$ cat src/hw/quad_bram_pkg.sv
package quad_bram_pkg;

    ////////////////////
    // Array geometry
    ////////////////////
    localparam int NUM_AWE        = 4;
    localparam int NUM_CE_PER_AWE = 2;
    localparam int NUM_CE         = NUM_AWE * NUM_CE_PER_AWE;

    // Padded map indices
    localparam int DIM_W = 9;

    // Sequence memory
    localparam int SEQ_LEN        = 5;
    localparam int SEQ_ADDR_W     = 12;
    localparam int SEQ_RD_LATENCY = 3;

    // Rows held in the quad before the first output row
    localparam int PRIME_ROWS = 4;

    // One fetch grants at most 511 words
    localparam int CREDIT_W = 9;

    ////////////////////
    // Types
    ////////////////////
    typedef logic [DIM_W-1:0]      dim_t;
    typedef logic [CREDIT_W-1:0]   credit_t;
    typedef logic [SEQ_ADDR_W-1:0] seq_addr_t;
    typedef logic [NUM_CE-1:0]     ce_mask_t;
    typedef logic [1:0]            gray_t;

    // Last index of the padded map in each direction
    typedef struct packed {
        dim_t num_cols;
        dim_t num_rows;
    } job_cfg_t;

    typedef struct packed {
        logic    ack;
        logic    complete;
        credit_t credits;
    } fetch_resp_t;

    typedef struct packed {
        logic      en;
        seq_addr_t addr;
    } seq_rd_t;

    typedef enum logic [2:0] {
        IDLE,
        PRIME,
        ACTIVE,
        LOAD_ROW,
        DONE
    } ctrl_state_e;

endpackage

$ cat src/hw/job_sequencer.sv
module job_sequencer (
    input  logic                    clk,
    input  logic                    rst,
    input  quad_bram_pkg::job_cfg_t job_cfg,
    input  logic                    job_start,
    input  logic                    job_complete_ack,
    output logic                    job_accept,
    output logic                    job_complete,
    output quad_bram_pkg::job_cfg_t cfg,
    output logic                    load_start,
    output logic [2:0]              load_rows,
    input  logic                    load_done,
    output logic                    row_start,
    input  logic                    row_done,
    input  logic                    row_last,
    output quad_bram_pkg::gray_t    gray_code
);

    quad_bram_pkg::ctrl_state_e state;

    // Binary count of row-buffer rotations
    logic [1:0] rot_count;

    logic accept_now;

    // Start only counts while idle
    assign accept_now = (state == quad_bram_pkg::IDLE) && job_start;

    // Map size for the whole job
    always_ff @(posedge clk) begin
        if (accept_now) begin
            cfg <= job_cfg;
        end
    end

    ////////////////////
    // Job FSM
    ////////////////////
    always_ff @(posedge clk) begin
        if (rst) begin
            state        <= quad_bram_pkg::IDLE;
            job_accept   <= 1'b0;
            job_complete <= 1'b0;
            load_start   <= 1'b0;
            load_rows    <= '0;
            row_start    <= 1'b0;
            rot_count    <= '0;
        end else begin
            job_accept <= 1'b0;
            load_start <= 1'b0;
            row_start  <= 1'b0;

            case (state)
                quad_bram_pkg::IDLE: begin
                    if (accept_now) begin
                        job_accept <= 1'b1;
                        rot_count  <= '0;
                        // Fill the quad before anything executes
                        load_start <= 1'b1;
                        load_rows  <= 3'(quad_bram_pkg::PRIME_ROWS);
                        state      <= quad_bram_pkg::PRIME;
                    end
                end

                quad_bram_pkg::PRIME: begin
                    if (load_done) begin
                        row_start <= 1'b1;
                        state     <= quad_bram_pkg::ACTIVE;
                    end
                end

                quad_bram_pkg::ACTIVE: begin
                    if (row_done) begin
                        if (row_last) begin
                            job_complete <= 1'b1;
                            state        <= quad_bram_pkg::DONE;
                        end else begin
                            // Bring in the next input row
                            load_start <= 1'b1;
                            load_rows  <= 3'd1;
                            state      <= quad_bram_pkg::LOAD_ROW;
                        end
                    end
                end

                quad_bram_pkg::LOAD_ROW: begin
                    if (load_done) begin
                        // New row replaces the oldest buffer
                        rot_count <= rot_count + 2'd1;
                        row_start <= 1'b1;
                        state     <= quad_bram_pkg::ACTIVE;
                    end
                end

                quad_bram_pkg::DONE: begin
                    if (job_complete_ack) begin
                        job_complete <= 1'b0;
                        state        <= quad_bram_pkg::IDLE;
                    end
                end

                default: begin
                    state <= quad_bram_pkg::IDLE;
                end
            endcase
        end
    end

    // Gray form of the rotation count
    assign gray_code = {rot_count[1], rot_count[1] ^ rot_count[0]};

endmodule

$ cat src/hw/pfb_reader.sv
module pfb_reader (
    input  logic                       clk,
    input  logic                       rst,
    input  quad_bram_pkg::job_cfg_t    cfg,
    input  logic                       load_start,
    input  logic [2:0]                 load_rows,
    output logic                       load_done,
    output logic                       fetch_req,
    input  quad_bram_pkg::fetch_resp_t fetch_resp,
    output logic                       pfb_rden
);

    // Up to eight rows of 512 words
    localparam int WL_W = quad_bram_pkg::DIM_W + 3;

    logic [WL_W-1:0]        words_left;
    logic [WL_W-1:0]        load_words;
    quad_bram_pkg::credit_t credits;
    logic                   pending;
    quad_bram_pkg::dim_t    in_col;
    quad_bram_pkg::dim_t    in_row;
    logic                   new_map;

    assign load_words = WL_W'(load_rows) * (WL_W'(cfg.num_cols) + WL_W'(1));

    // A prime load begins a fresh map
    assign new_map = load_start && (load_rows == 3'(quad_bram_pkg::PRIME_ROWS));

    // Read whenever a word is owed and paid for
    // Never past the bottom padded row
    assign pfb_rden = (words_left != '0) && (credits != '0) && (in_row <= cfg.num_rows);

    ////////////////////
    // Fetch handshake
    ////////////////////
    always_ff @(posedge clk) begin
        if (rst) begin
            fetch_req <= 1'b0;
            pending   <= 1'b0;
        end else begin
            if (fetch_resp.ack) begin
                fetch_req <= 1'b0;
            end else if ((words_left != '0) && (credits == '0) && !pending) begin
                fetch_req <= 1'b1;
            end

            if (fetch_resp.complete) begin
                pending <= 1'b0;
            end else if (fetch_resp.ack) begin
                pending <= 1'b1;
            end
        end
    end

    // Grants add on complete, each read spends one
    always_ff @(posedge clk) begin
        if (rst) begin
            credits <= '0;
        end else begin
            credits <= credits
                     + (fetch_resp.complete ? fetch_resp.credits : '0)
                     - quad_bram_pkg::credit_t'(pfb_rden);
        end
    end

    ////////////////////
    // Load tracking
    ////////////////////
    always_ff @(posedge clk) begin
        if (rst) begin
            words_left <= '0;
            load_done  <= 1'b0;
        end else begin
            load_done <= pfb_rden && (words_left == WL_W'(1));
            if (load_start) begin
                words_left <= load_words;
            end else if (pfb_rden) begin
                words_left <= words_left - WL_W'(1);
            end
        end
    end

    // Input position in the padded map
    always_ff @(posedge clk) begin
        if (rst) begin
            in_col <= '0;
            in_row <= '0;
        end else if (new_map) begin
            in_col <= '0;
            in_row <= '0;
        end else if (pfb_rden) begin
            if (in_col == cfg.num_cols) begin
                in_col <= '0;
                in_row <= in_row + quad_bram_pkg::dim_t'(1);
            end else begin
                in_col <= in_col + quad_bram_pkg::dim_t'(1);
            end
        end
    end

endmodule

$ cat src/hw/quad_bram_ctrl.sv
module quad_bram_ctrl (
    input  logic                       clk,
    input  logic                       rst,
    input  quad_bram_pkg::job_cfg_t    job_cfg,
    input  logic                       job_start,
    output logic                       job_accept,
    output logic                       job_complete,
    input  logic                       job_complete_ack,
    output logic                       fetch_req,
    input  quad_bram_pkg::fetch_resp_t fetch_resp,
    output logic                       pfb_rden,
    output quad_bram_pkg::seq_rd_t     seq_rd,
    output quad_bram_pkg::ce_mask_t    ce_execute,
    output quad_bram_pkg::gray_t       gray_code
);

    // Latched job configuration
    quad_bram_pkg::job_cfg_t cfg;

    // Prefetch load control
    logic       load_start;
    logic [2:0] load_rows;
    logic       load_done;

    // Output row control
    logic row_start;
    logic row_done;
    logic row_last;

    ////////////////////
    // Job FSM
    ////////////////////
    job_sequencer u_job_sequencer (
        .clk              (clk),
        .rst              (rst),
        .job_cfg          (job_cfg),
        .job_start        (job_start),
        .job_complete_ack (job_complete_ack),
        .job_accept       (job_accept),
        .job_complete     (job_complete),
        .cfg              (cfg),
        .load_start       (load_start),
        .load_rows        (load_rows),
        .load_done        (load_done),
        .row_start        (row_start),
        .row_done         (row_done),
        .row_last         (row_last),
        .gray_code        (gray_code)
    );

    ////////////////////
    // Prefetch side
    ////////////////////
    pfb_reader u_pfb_reader (
        .clk        (clk),
        .rst        (rst),
        .cfg        (cfg),
        .load_start (load_start),
        .load_rows  (load_rows),
        .load_done  (load_done),
        .fetch_req  (fetch_req),
        .fetch_resp (fetch_resp),
        .pfb_rden   (pfb_rden)
    );

    ////////////////////
    // Execute side
    ////////////////////
    seq_addr_gen u_seq_addr_gen (
        .clk        (clk),
        .rst        (rst),
        .cfg        (cfg),
        .row_start  (row_start),
        .row_done   (row_done),
        .row_last   (row_last),
        .seq_rd     (seq_rd),
        .ce_execute (ce_execute)
    );

endmodule

$ cat src/hw/seq_addr_gen.sv
module seq_addr_gen (
    input  logic                    clk,
    input  logic                    rst,
    input  quad_bram_pkg::job_cfg_t cfg,
    input  logic                    row_start,
    output logic                    row_done,
    output logic                    row_last,
    output quad_bram_pkg::seq_rd_t  seq_rd,
    output quad_bram_pkg::ce_mask_t ce_execute
);

    localparam int CYC_W = $clog2(quad_bram_pkg::SEQ_LEN);
    // Final chain stage is ce_execute bit 0 itself
    localparam int LAT_W = quad_bram_pkg::SEQ_RD_LATENCY - 1;

    logic                rd_en;
    logic [CYC_W-1:0]    cyc;
    quad_bram_pkg::dim_t out_col;
    quad_bram_pkg::dim_t out_row;
    quad_bram_pkg::dim_t last_row;
    logic [LAT_W-1:0]    lat_pipe;
    logic                draining;
    logic                pixel_end;

    assign pixel_end = (cyc == CYC_W'(quad_bram_pkg::SEQ_LEN - 1));

    // Two padding rows give no output row
    assign last_row = cfg.num_rows - quad_bram_pkg::dim_t'(3);
    assign row_last = (out_row == last_row);

    // Address is the read index within the pixel
    assign seq_rd.en   = rd_en;
    assign seq_rd.addr = quad_bram_pkg::seq_addr_t'(cyc);

    ////////////////////
    // Read sequencing
    ////////////////////
    always_ff @(posedge clk) begin
        if (rst) begin
            rd_en    <= 1'b0;
            cyc      <= '0;
            out_col  <= '0;
            draining <= 1'b0;
        end else if (row_start) begin
            rd_en   <= 1'b1;
            cyc     <= '0;
            out_col <= '0;
        end else if (rd_en) begin
            if (pixel_end) begin
                cyc <= '0;
                if (out_col == cfg.num_cols) begin
                    // Last read of the row just went out
                    rd_en    <= 1'b0;
                    out_col  <= '0;
                    draining <= 1'b1;
                end else begin
                    out_col <= out_col + quad_bram_pkg::dim_t'(1);
                end
            end else begin
                cyc <= cyc + CYC_W'(1);
            end
        end else if (row_done) begin
            draining <= 1'b0;
        end
    end

    // Output row advances once the row has fully drained
    always_ff @(posedge clk) begin
        if (rst) begin
            out_row <= '0;
        end else if (row_done) begin
            out_row <= row_last ? '0 : out_row + quad_bram_pkg::dim_t'(1);
        end
    end

    ////////////////////
    // Execute chain
    ////////////////////
    always_ff @(posedge clk) begin
        if (rst) begin
            lat_pipe   <= '0;
            ce_execute <= '0;
        end else begin
            // Covers the sequence memory read latency
            lat_pipe   <= (lat_pipe << 1) | LAT_W'(rd_en);
            ce_execute <= {ce_execute[quad_bram_pkg::NUM_CE-2:0], lat_pipe[LAT_W-1]};
        end
    end

    // Done when nothing is left in flight
    assign row_done = draining && !rd_en && (lat_pipe == '0) && (ce_execute == '0);

endmodule
$ cat config.mk
export PLATFORM = sky130hd
export DESIGN_NAME = quad_bram_ctrl
export DESIGN_NICKNAME = d
export VERILOG_FILES = /design/src/hw/quad_bram_pkg.sv /design/src/hw/job_sequencer.sv /design/src/hw/pfb_reader.sv /design/src/hw/quad_bram_ctrl.sv /design/src/hw/seq_addr_gen.sv
export SDC_FILE = /design/constraint.sdc
export NUM_CORES = 1
export LEC_CHECK = 0
export ABC_AREA = 1
export BUFFER_PORTS_ARGS = -buffer_cell sky130_fd_sc_hd__buf_2
export CAP_MARGIN = 20
export CORE_ASPECT_RATIO = 0.8
export CORE_UTILIZATION = 45
export CTS_CLUSTER_SIZE = 20
export DETAILED_ROUTE_END_ITERATION = 8
export SLEW_MARGIN = 30
export SYNTH_ARGS = -nofsm -noshare
export SYNTH_HDL_FRONTEND = slang
export SYNTH_SLANG_ARGS = --single-unit
$ cat constraint.sdc
create_clock -name clk -period 4.7 [get_ports clk]
set_clock_uncertainty 0.1 [all_clocks]
set_input_delay 0 -clock clk [delete_from_list [all_inputs] [get_ports clk]]
set_output_delay 0 -clock clk [all_outputs]
set_load 0.05 [all_outputs]
==> results of run 1 <==
==> power groups by stage <==
stage               logic, mW  registers (mW)  clock network (mW)
finish                   1.53            1.23               0.745
global route             1.78            1.26               0.804
CTS                      1.53            1.23               0.769
detailed placement       1.51            1.25                   0
global placement         1.51            1.25                   0
floorplan                1.24            1.21                   0
==> metrics by stage <==
| step | setup slack [ns] | area (um^2) | utilization (%) |
|---|---|---|---|
| 6_report | 1.102 | 7594 | 52.57 |
| 5_1_grt | 0.7458 | 7594 | 52.57 |
| 4_1_cts | 1.055 | 7594 | 52.57 |
| 3_5_place_dp | 1.092 | 7073 | 48.97 |
| 3_3_place_gp | 1.175 | 7068 | 48.93 |
| 2_1_floorplan | 1.255 | 6748 | - |
==> Yosys cell counts, types with 3 or more instances <==
cell and n:
a21oi_1 68, buf_4 11, buf_6 3, clkbuf_1 9
dfxtp_1 86, edfxtp_1 18, ha_1 51, inv_1 139
inv_2 10, nand2_1 200, nand2_4 4, nand3_1 54
nand3_2 3, nand3b_1 4, nand4_1 15, nor2_1 106
nor2_2 8, nor3_1 25, nor3b_1 4, nor4_1 6
o21ai_0 47, o21bai_1 3, or2_2 3, xnor2_1 13
xor2_1 33
==> worst max path at each step <==
stage	start	endpoint	slack [ns]	cells after the start
after floorplan	u_job_sequencer.cfg[4]$_DFFE_PP_	u_pfb_reader.credits[6]$_SDFF_PP0_	1.25	19
after global placement	u_job_sequencer.cfg[4]$_DFFE_PP_	u_pfb_reader.credits[6]$_SDFF_PP0_	1.18	19
after detailed placement	u_job_sequencer.cfg[4]$_DFFE_PP_	u_pfb_reader.credits[6]$_SDFF_PP0_	1.09	19
after CTS	u_job_sequencer.cfg[4]$_DFFE_PP_	u_pfb_reader.credits[6]$_SDFF_PP0_	1.05	19
after global routing	u_job_sequencer.cfg[4]$_DFFE_PP_	u_pfb_reader.credits[6]$_SDFF_PP0_	0.75	19
final	u_job_sequencer.cfg[4]$_DFFE_PP_	u_pfb_reader.credits[6]$_SDFF_PP0_	1.10	19
==> routing by layer <==
layer / vias to the layer above / wire, um / global-route usage [%]
met5: - / 0 / 0
li1: 3158 / - / -
met3: 12 / 557 / 4.622
met4: 0 / 138 / 4.494
met2: 78 / 6096 / 31.57
met1: 2584 / 8158 / 29.67
==> worst min-delay path, cell delays in order <==
cell and delay (ns):
buf_2 0.09, o211ai_1 0.17, nor2_1 0.12, a21oi_1 0.06
==> layout make-up <==
cell class	count	area [um^2]
Clock buffer	10	239.0
Clock inverter	6	51.30
Fill cell	1492	6850
Inverter	151	566.8
Multi-Input combinational cell	675	3749
Sequential cell	104	2262
Tap cell	184	230.2
Timing Repair Buffer	75	495.5
==> layout by cell type (no fill, tap or decap), types with 2 or more instances in the layout <==
cell type      netlist  layout
nand2_1            200     200
inv_1              139     139
nor2_1             106     105
dfxtp_1             86      86
a21oi_1             68      68
nand3_1             54      54
ha_1                51      51
buf_2                2      50
o21ai_0             47      47
xor2_1              33      33
nor3_1              25      25
dlygate4sd3_1        0      23
edfxtp_1            18      18
nand4_1             15      15
xnor2_1             13      13
inv_2               10      10
conb_1               1       9
clkbuf_16            0       9
nor2_2               8       8
nor4_1               6       6
nand2_4              4       4
nand3b_1             4       4
nor3b_1              4       4
nand3_2              3       3
nor2_4               2       3
or2_2                3       3
o21bai_1             3       3
clkinv_4             0       3
nand2_2              2       2
o21a_1               2       2
clkinv_1             2       2
fa_1                 2       2
inv_6                0       2
buf_4               11       2
==> cell families after synthesis <==
group | share of synthesized area (%)
xor gates and xnor gates | 5.997
AOI/OAI and AO/OA | 9.890
other | 0.05582
adders and majority gates | 10.09
buffers and inverters | 11.08
and+or+nand+nor | 29.20
DFF | 33.67
==> flip-flops by register name (all words and copies together), names as in the netlist, 2 cells and up <==
name,cells
u_pfb_reader.in_col,9
u_seq_addr_gen.lat_pipe,2
u_job_sequencer.load_rows,2
u_seq_addr_gen.ce_execute,8
u_pfb_reader.credits,9
u_seq_addr_gen.out_col,9
u_seq_addr_gen.out_row,9
u_job_sequencer.state,3
u_job_sequencer.cfg,18
u_pfb_reader.words_left,12
u_pfb_reader.in_row,9
u_job_sequencer.rot_count,2
u_seq_addr_gen.cyc,3
==> impl_metrics.tcl, run 1 <==
set metrics [dict create \
    status "finished, violations left" \
    violations "design-rule violations" \
    finalSetupViolCount 0 \
    end_kind "flop" \
    ys_top_cells_by_area "dfxtp_1, nand2_1, ha_1" \
    die_area_um2 15420 \
    fmax_mhz 277.9 \
    grt_overflow 0 \
    power_mw 3.503 \
    grt_max_degree 39 \
    cp_num_buf_inv 4 \
    synth_top_area_share_pct 25.63 \
    grt_pass1_wl_um 25670 \
    max-slew-margin-rel_pct 52.14 \
    synth_ff_type "dfxtp_1" \
    cts_buffers 9 \
    worst-endpoint-required_ns 4.86 \
    ys_seq_area_share_pct 33.67 \
    cp.arrival_ns 3.76 \
    htree_num_levels 3 \
    post_cts_buffers 0 \
    rows 39 \
    ys_ff_latch 104 \
    antennaDiodeCount 0 \
    hp-start "job_start" \
    cts.path.max_buffers 2 \
    p_switching_mw 1.507 \
    synth_enable_flop_cells 18 \
    antenna_found_initial 0 \
    powerDensity_nw_per_um2 461.4 \
    wire_per_inst_um 12.41 \
    cts_hold_buf 23 \
    worstSetupStartpointType "flop" \
    via_per_inst 4.840 \
    hold_end "u_job_sequencer.state[1]$_SDFFE_PP0P_" \
    cts_tree "done" \
    async_reset_ff_share_pct 0 \
    period_minus_slack_ns 3.598 \
    fin_crit_sh_pct 76.55 \
    final_cells 1205 \
    hold_violations 0 \
    reg2reg_slack_ns 1.10 \
    start_util_pct 46.51 \
    die_h_um 111.3 \
    drtPass1Iterations 7 \
    io_buffers 50 \
    rsz0062_at_grt "false" \
    synth_warnings 0 \
    fin_nets 1102 \
    cts_sinks 104 \
    hold_depth 4 \
    p_int_mw 1.996 \
    ir_worst_vdd_mv 0.2516 \
    grt_pass1_vias 5348 \
    routed_wl_um 14950 \
    rr_startpoint "u_job_sequencer.cfg[4]$_DFFE_PP_" \
    path_max_fanout 10 \
    rr_endpoint "u_pfb_reader.credits[6]$_SDFF_PP0_" \
    vias 5832 \
    min_path_type "in2reg" \
    clock_latency_ns 0.36 \
    p_seq_share_pct 35.2 \
    hpwl_um 11170 \
    io-pin-count 60 \
    cts_root_buf "clkbuf_16" \
    synth_top_area_cell "dfxtp_1" \
    path_delay_family "adder cells" \
    pwr-share-clk_pct 21.3 \
    remaining_drc_errors 2 \
    drtIter0Drc 368 \
    rr_worst_depth 19 \
    syn_inst 951 \
    holdWs_ns 0.01481 \
    path_clk_slew_ns 0.08 \
    core_area_um2 14440 \
    syn_area_per_cell_um2 7.064 \
    cts_resized 0 \
    drive_gt1_share_pct 10.19 \
    postRouteAntennaNets 0 \
    placedCellCount 1166 \
    timing.setup.tns_ns 0 \
    crit_slowest_cell "edfxtp_1" \
    path_class "reg2reg" \
    cp_cell_sequence "inv_1 > ha_1 > nand2_1 > nor4_2 > nand2_1 > nand2_1 > inv_2 > nor2_4 > ha_1 > inv_1 > ha_1 > inv_1 > fa_1 > o21ai_0 > a21oi_1 > o21ai_0 > a21oi_1 > o21ai_0 > a21oi_1" \
    swShare_pct 43.02 \
    area_growth_pct 13.04 \
    synthDistinctLibCells 45 \
    slowest_delay_ns 0.44 \
    maxCapViolCount 0 \
    grt_use_total_pct 20.71 \
    p_leak_nw 3.575 \
    pwr-share-comb_pct 43.6 \
    syn_area_um2 6718 \
    place.gp.congestion 0.8572 \
    max_slew.worst_pin.slew_ns 0.7171 \
    maxSlewViolCount 0 \
    fp.dieW_um 138.6 \
]
No activity file was read; power rests on OpenSTA's default activity.
==> run 2: changes to the inputs <==
Settings changed: ABC_AREA 1 to 0.
Clock period 4.7 ns to 3.5 ns, I/O delays scaled along.
==> impl_metrics.tcl, run 2 <==
set metrics [dict create \
    status "completed" \
    core_area_um2 13100 \
    worst-path-stages 19 \
    reg2reg_slack_ns 0.08 \
    ys_top_cells_by_area "dfxtp_1, ha_1, edfxtp_1" \
    drtPass1Iterations 5 \
    async_reset_ff_share_pct 0 \
    htree_num_levels 3 \
    rows 37 \
    fin_nets 875 \
    synth_ff_type "dfxtp_1" \
    cts_buffers 9 \
    rr_worst_depth 19 \
    hpwl_um 10510 \
    synth_top_area_share_pct 27.97 \
    area_growth_pct 19.17 \
    clock_latency_ns 0.35 \
    p_leak_nw 3.137 \
    via_per_inst 5.289 \
    layout_common_cells "dfxtp_1, nor2_1, buf_2" \
    powerDensity_nw_per_um2 587.1 \
    grt_max_degree 33 \
    swShare_pct 36.29 \
    routed_wl_um 14190 \
    fin_ws_ns 0.07836 \
    synth_enable_flop_cells 18 \
    power_mw 4.306 \
    io-pin-count 60 \
    maxSlewViolCount 0 \
    p_switching_mw 1.563 \
    maxCapViolCount 0 \
    path_delay_family "compound AO/OA/AOI/OAI gates" \
    pwr-share-comb_pct 39.0 \
    timing.setup.tns_ns 0 \
    fp.dieW_um 132.8 \
    start_util_pct 46.98 \
    syn_area_um2 6155 \
    synth_warnings 0 \
    rsz0062_at_grt "true" \
    place_worst_setup_slack_ns -0.04672 \
    ir_worst_vdd_mv 0.3618 \
    place.gp.congestion 0.8586 \
    antenna_found_initial 0 \
    max-slew-margin-rel_pct 38.43 \
    largest_reg_flops 18 \
    vias 5125 \
    hold_depth 5 \
    wire_per_inst_um 14.64 \
    fin_crit_sh_pct 97.76 \
    end_kind "flop" \
    drive_gt1_share_pct 16.37 \
    crit_slowest_cell "edfxtp_1" \
    die_area_um2 14150 \
    min_path_type "in2reg" \
    slowest_delay_ns 0.41 \
    synth_top_area_cell "dfxtp_1" \
    synth_most_common_cell "dfxtp_1" \
    ys_ff_latch 104 \
    synthDistinctLibCells 63 \
    cts_sinks 104 \
    cp.arrival_ns 3.54 \
    period_minus_slack_ns 3.422 \
    mostFrequentLayoutCell "dfxtp_1" \
    placedCellCount 925 \
    finish.utilization_pct 55.98 \
    ys_seq_area_share_pct 36.76 \
    synth_commonest_cells "dfxtp_1, nor2_1, ha_1" \
    io_buffers 50 \
    grt_use_total_pct 20.93 \
    grt_pass1_wl_um 23560 \
    worst-endpoint-required_ns 3.62 \
    finalSetupViolCount 0 \
    grt_pass1_vias 4930 \
    path_clk_slew_ns 0.07 \
    antennaDiodeCount 0 \
    regMostFlops "u_job_sequencer.cfg" \
    cts.path.max_buffers 2 \
    pwr-share-clk_pct 25.7 \
    cp_cell_sequence "inv_2 > ha_4 > a21o_1 > a21oi_2 > nor2b_2 > o31a_1 > nor2_4 > ha_4 > inv_2 > ha_4 > inv_2 > fa_2 > nor2b_2 > o21ai_2 > a21oi_2 > o21ai_2 > a21oi_2 > xnor2_1 > nor2_1" \
    final_cells 969 \
    syn_inst 704 \
    postRouteAntennaNets 0 \
    die_h_um 106.6 \
    p_int_mw 2.744 \
    worstSetupStartpointType "flop" \
    syn_area_per_cell_um2 8.742 \
    drtIter0Drc 286 \
    p_seq_share_pct 35.3 \
    remaining_drc_errors 0 \
    cts_root_buf "clkbuf_16" \
    hold_violations 0 \
    path_class "reg2reg" \
    grt_overflow 0 \
    max_slew.worst_pin.slew_ns 0.9225 \
    largest_registers "u_job_sequencer.cfg x18, u_pfb_reader.words_left x12" \
    cts_tree "done" \
    cp_num_buf_inv 3 \
    fmax_mhz 292.3 \
    path_max_fanout 2 \
]
-- run 2: cell types whose count changed after synthesis, moves of 28 or more --
| cell | change |
|---|---|
| nor2b_1 | +28 |
| o21ai_0 | -33 |
| nand2_1 | -151 |
| nand3_1 | -30 |
| inv_1 | -91 |
| nor2_1 | -48 |
| a21oi_1 | -32 |
-- run 2: cells by family after synthesis --
| logic type | share of synthesized area [%] |
|---|---|
| adders and majority gates | 11.02 |
| xor gates and xnor gates | 11.38 |
| buffers and inverters | 6.058 |
| DFF | 36.76 |
| and+or+nand+nor | 22.97 |
| other | 0.06093 |
| muxes | 0.4879 |
| AOI/OAI and AO/OA | 11.26 |
-- run 2: repair_timing --
item | in CTS | in global routing
hold buffers | 21 | 0
gates resized for setup | 2 | 14
pin swaps | 1 | 16
setup endpoints to repair | 1 | 6
endpoints found under the hold margin | 22 | 0
setup buffers | 0 | 7
-- run 2: area by class of cell --
class | count | area (um^2)
Sequential cell | 104 | 2262
Clock inverter | 6 | 83.83
Inverter | 50 | 187.7
Multi-Input combinational cell | 522 | 3638
Fill cell | 1209 | 5767
Timing Repair Buffer | 102 | 693.2
Tap cell | 175 | 219.0
Clock buffer | 10 | 250.2
-- run 2: path summary, 6_finish.rpt --
kind | start | endpoint
worst max-delay path | u_job_sequencer.cfg[4]$_DFFE_PP_ | u_pfb_reader.credits[8]$_SDFF_PP0_
worst min register to register | u_seq_addr_gen.lat_pipe[0]$_SDFF_PP0_ | u_seq_addr_gen.lat_pipe[1]$_SDFF_PP0_
worst max register to register | u_job_sequencer.cfg[4]$_DFFE_PP_ | u_pfb_reader.credits[8]$_SDFF_PP0_
worst min-delay path | fetch_resp[8] | u_pfb_reader.credits[8]$_SDFF_PP0_
-- run 2: power by group through the flow --
stage / Combinational, mW / Clock, mW / Sequential [mW]
floorplan: 1.20 / 0 / 1.50
global placement: 1.52 / 0 / 1.54
detailed placement: 1.56 / 0 / 1.54
CTS: 1.60 / 1.13 / 1.52
global route: 1.88 / 1.18 / 1.54
finish: 1.68 / 1.11 / 1.52
-- run 2: worst min-delay path, delay by kind of cell --
kind	cells	cell delay, ns
AND/OR/NAND/NOR	2	0.11
buffers and inverters	1	0.09
XOR/XNOR	2	0.21
-- run 2: per-stage QoR --
| step | cell area (um^2) | hold slack [ns] |
|---|---|---|
| final | 7335 | 0.008955 |
| after CTS | 7222 | 0.007530 |
| after detailed placement | 6671 | 0.07913 |
| after global placement | 6671 | 0.07662 |
| after floorplan | 6213 | -0.02069 |
| after global routing | 7335 | 0.05310 |
-- run 2: per-layer routing --
layer  wire length (um)  GRT usage (%)  vias to the layer above
met5                  0              0                        -
met4                268          5.665                        0
met3                639          5.154                       22
met2               5992          31.39                      114
met1               7288          29.77                     2401
li1                   -              -                     2588
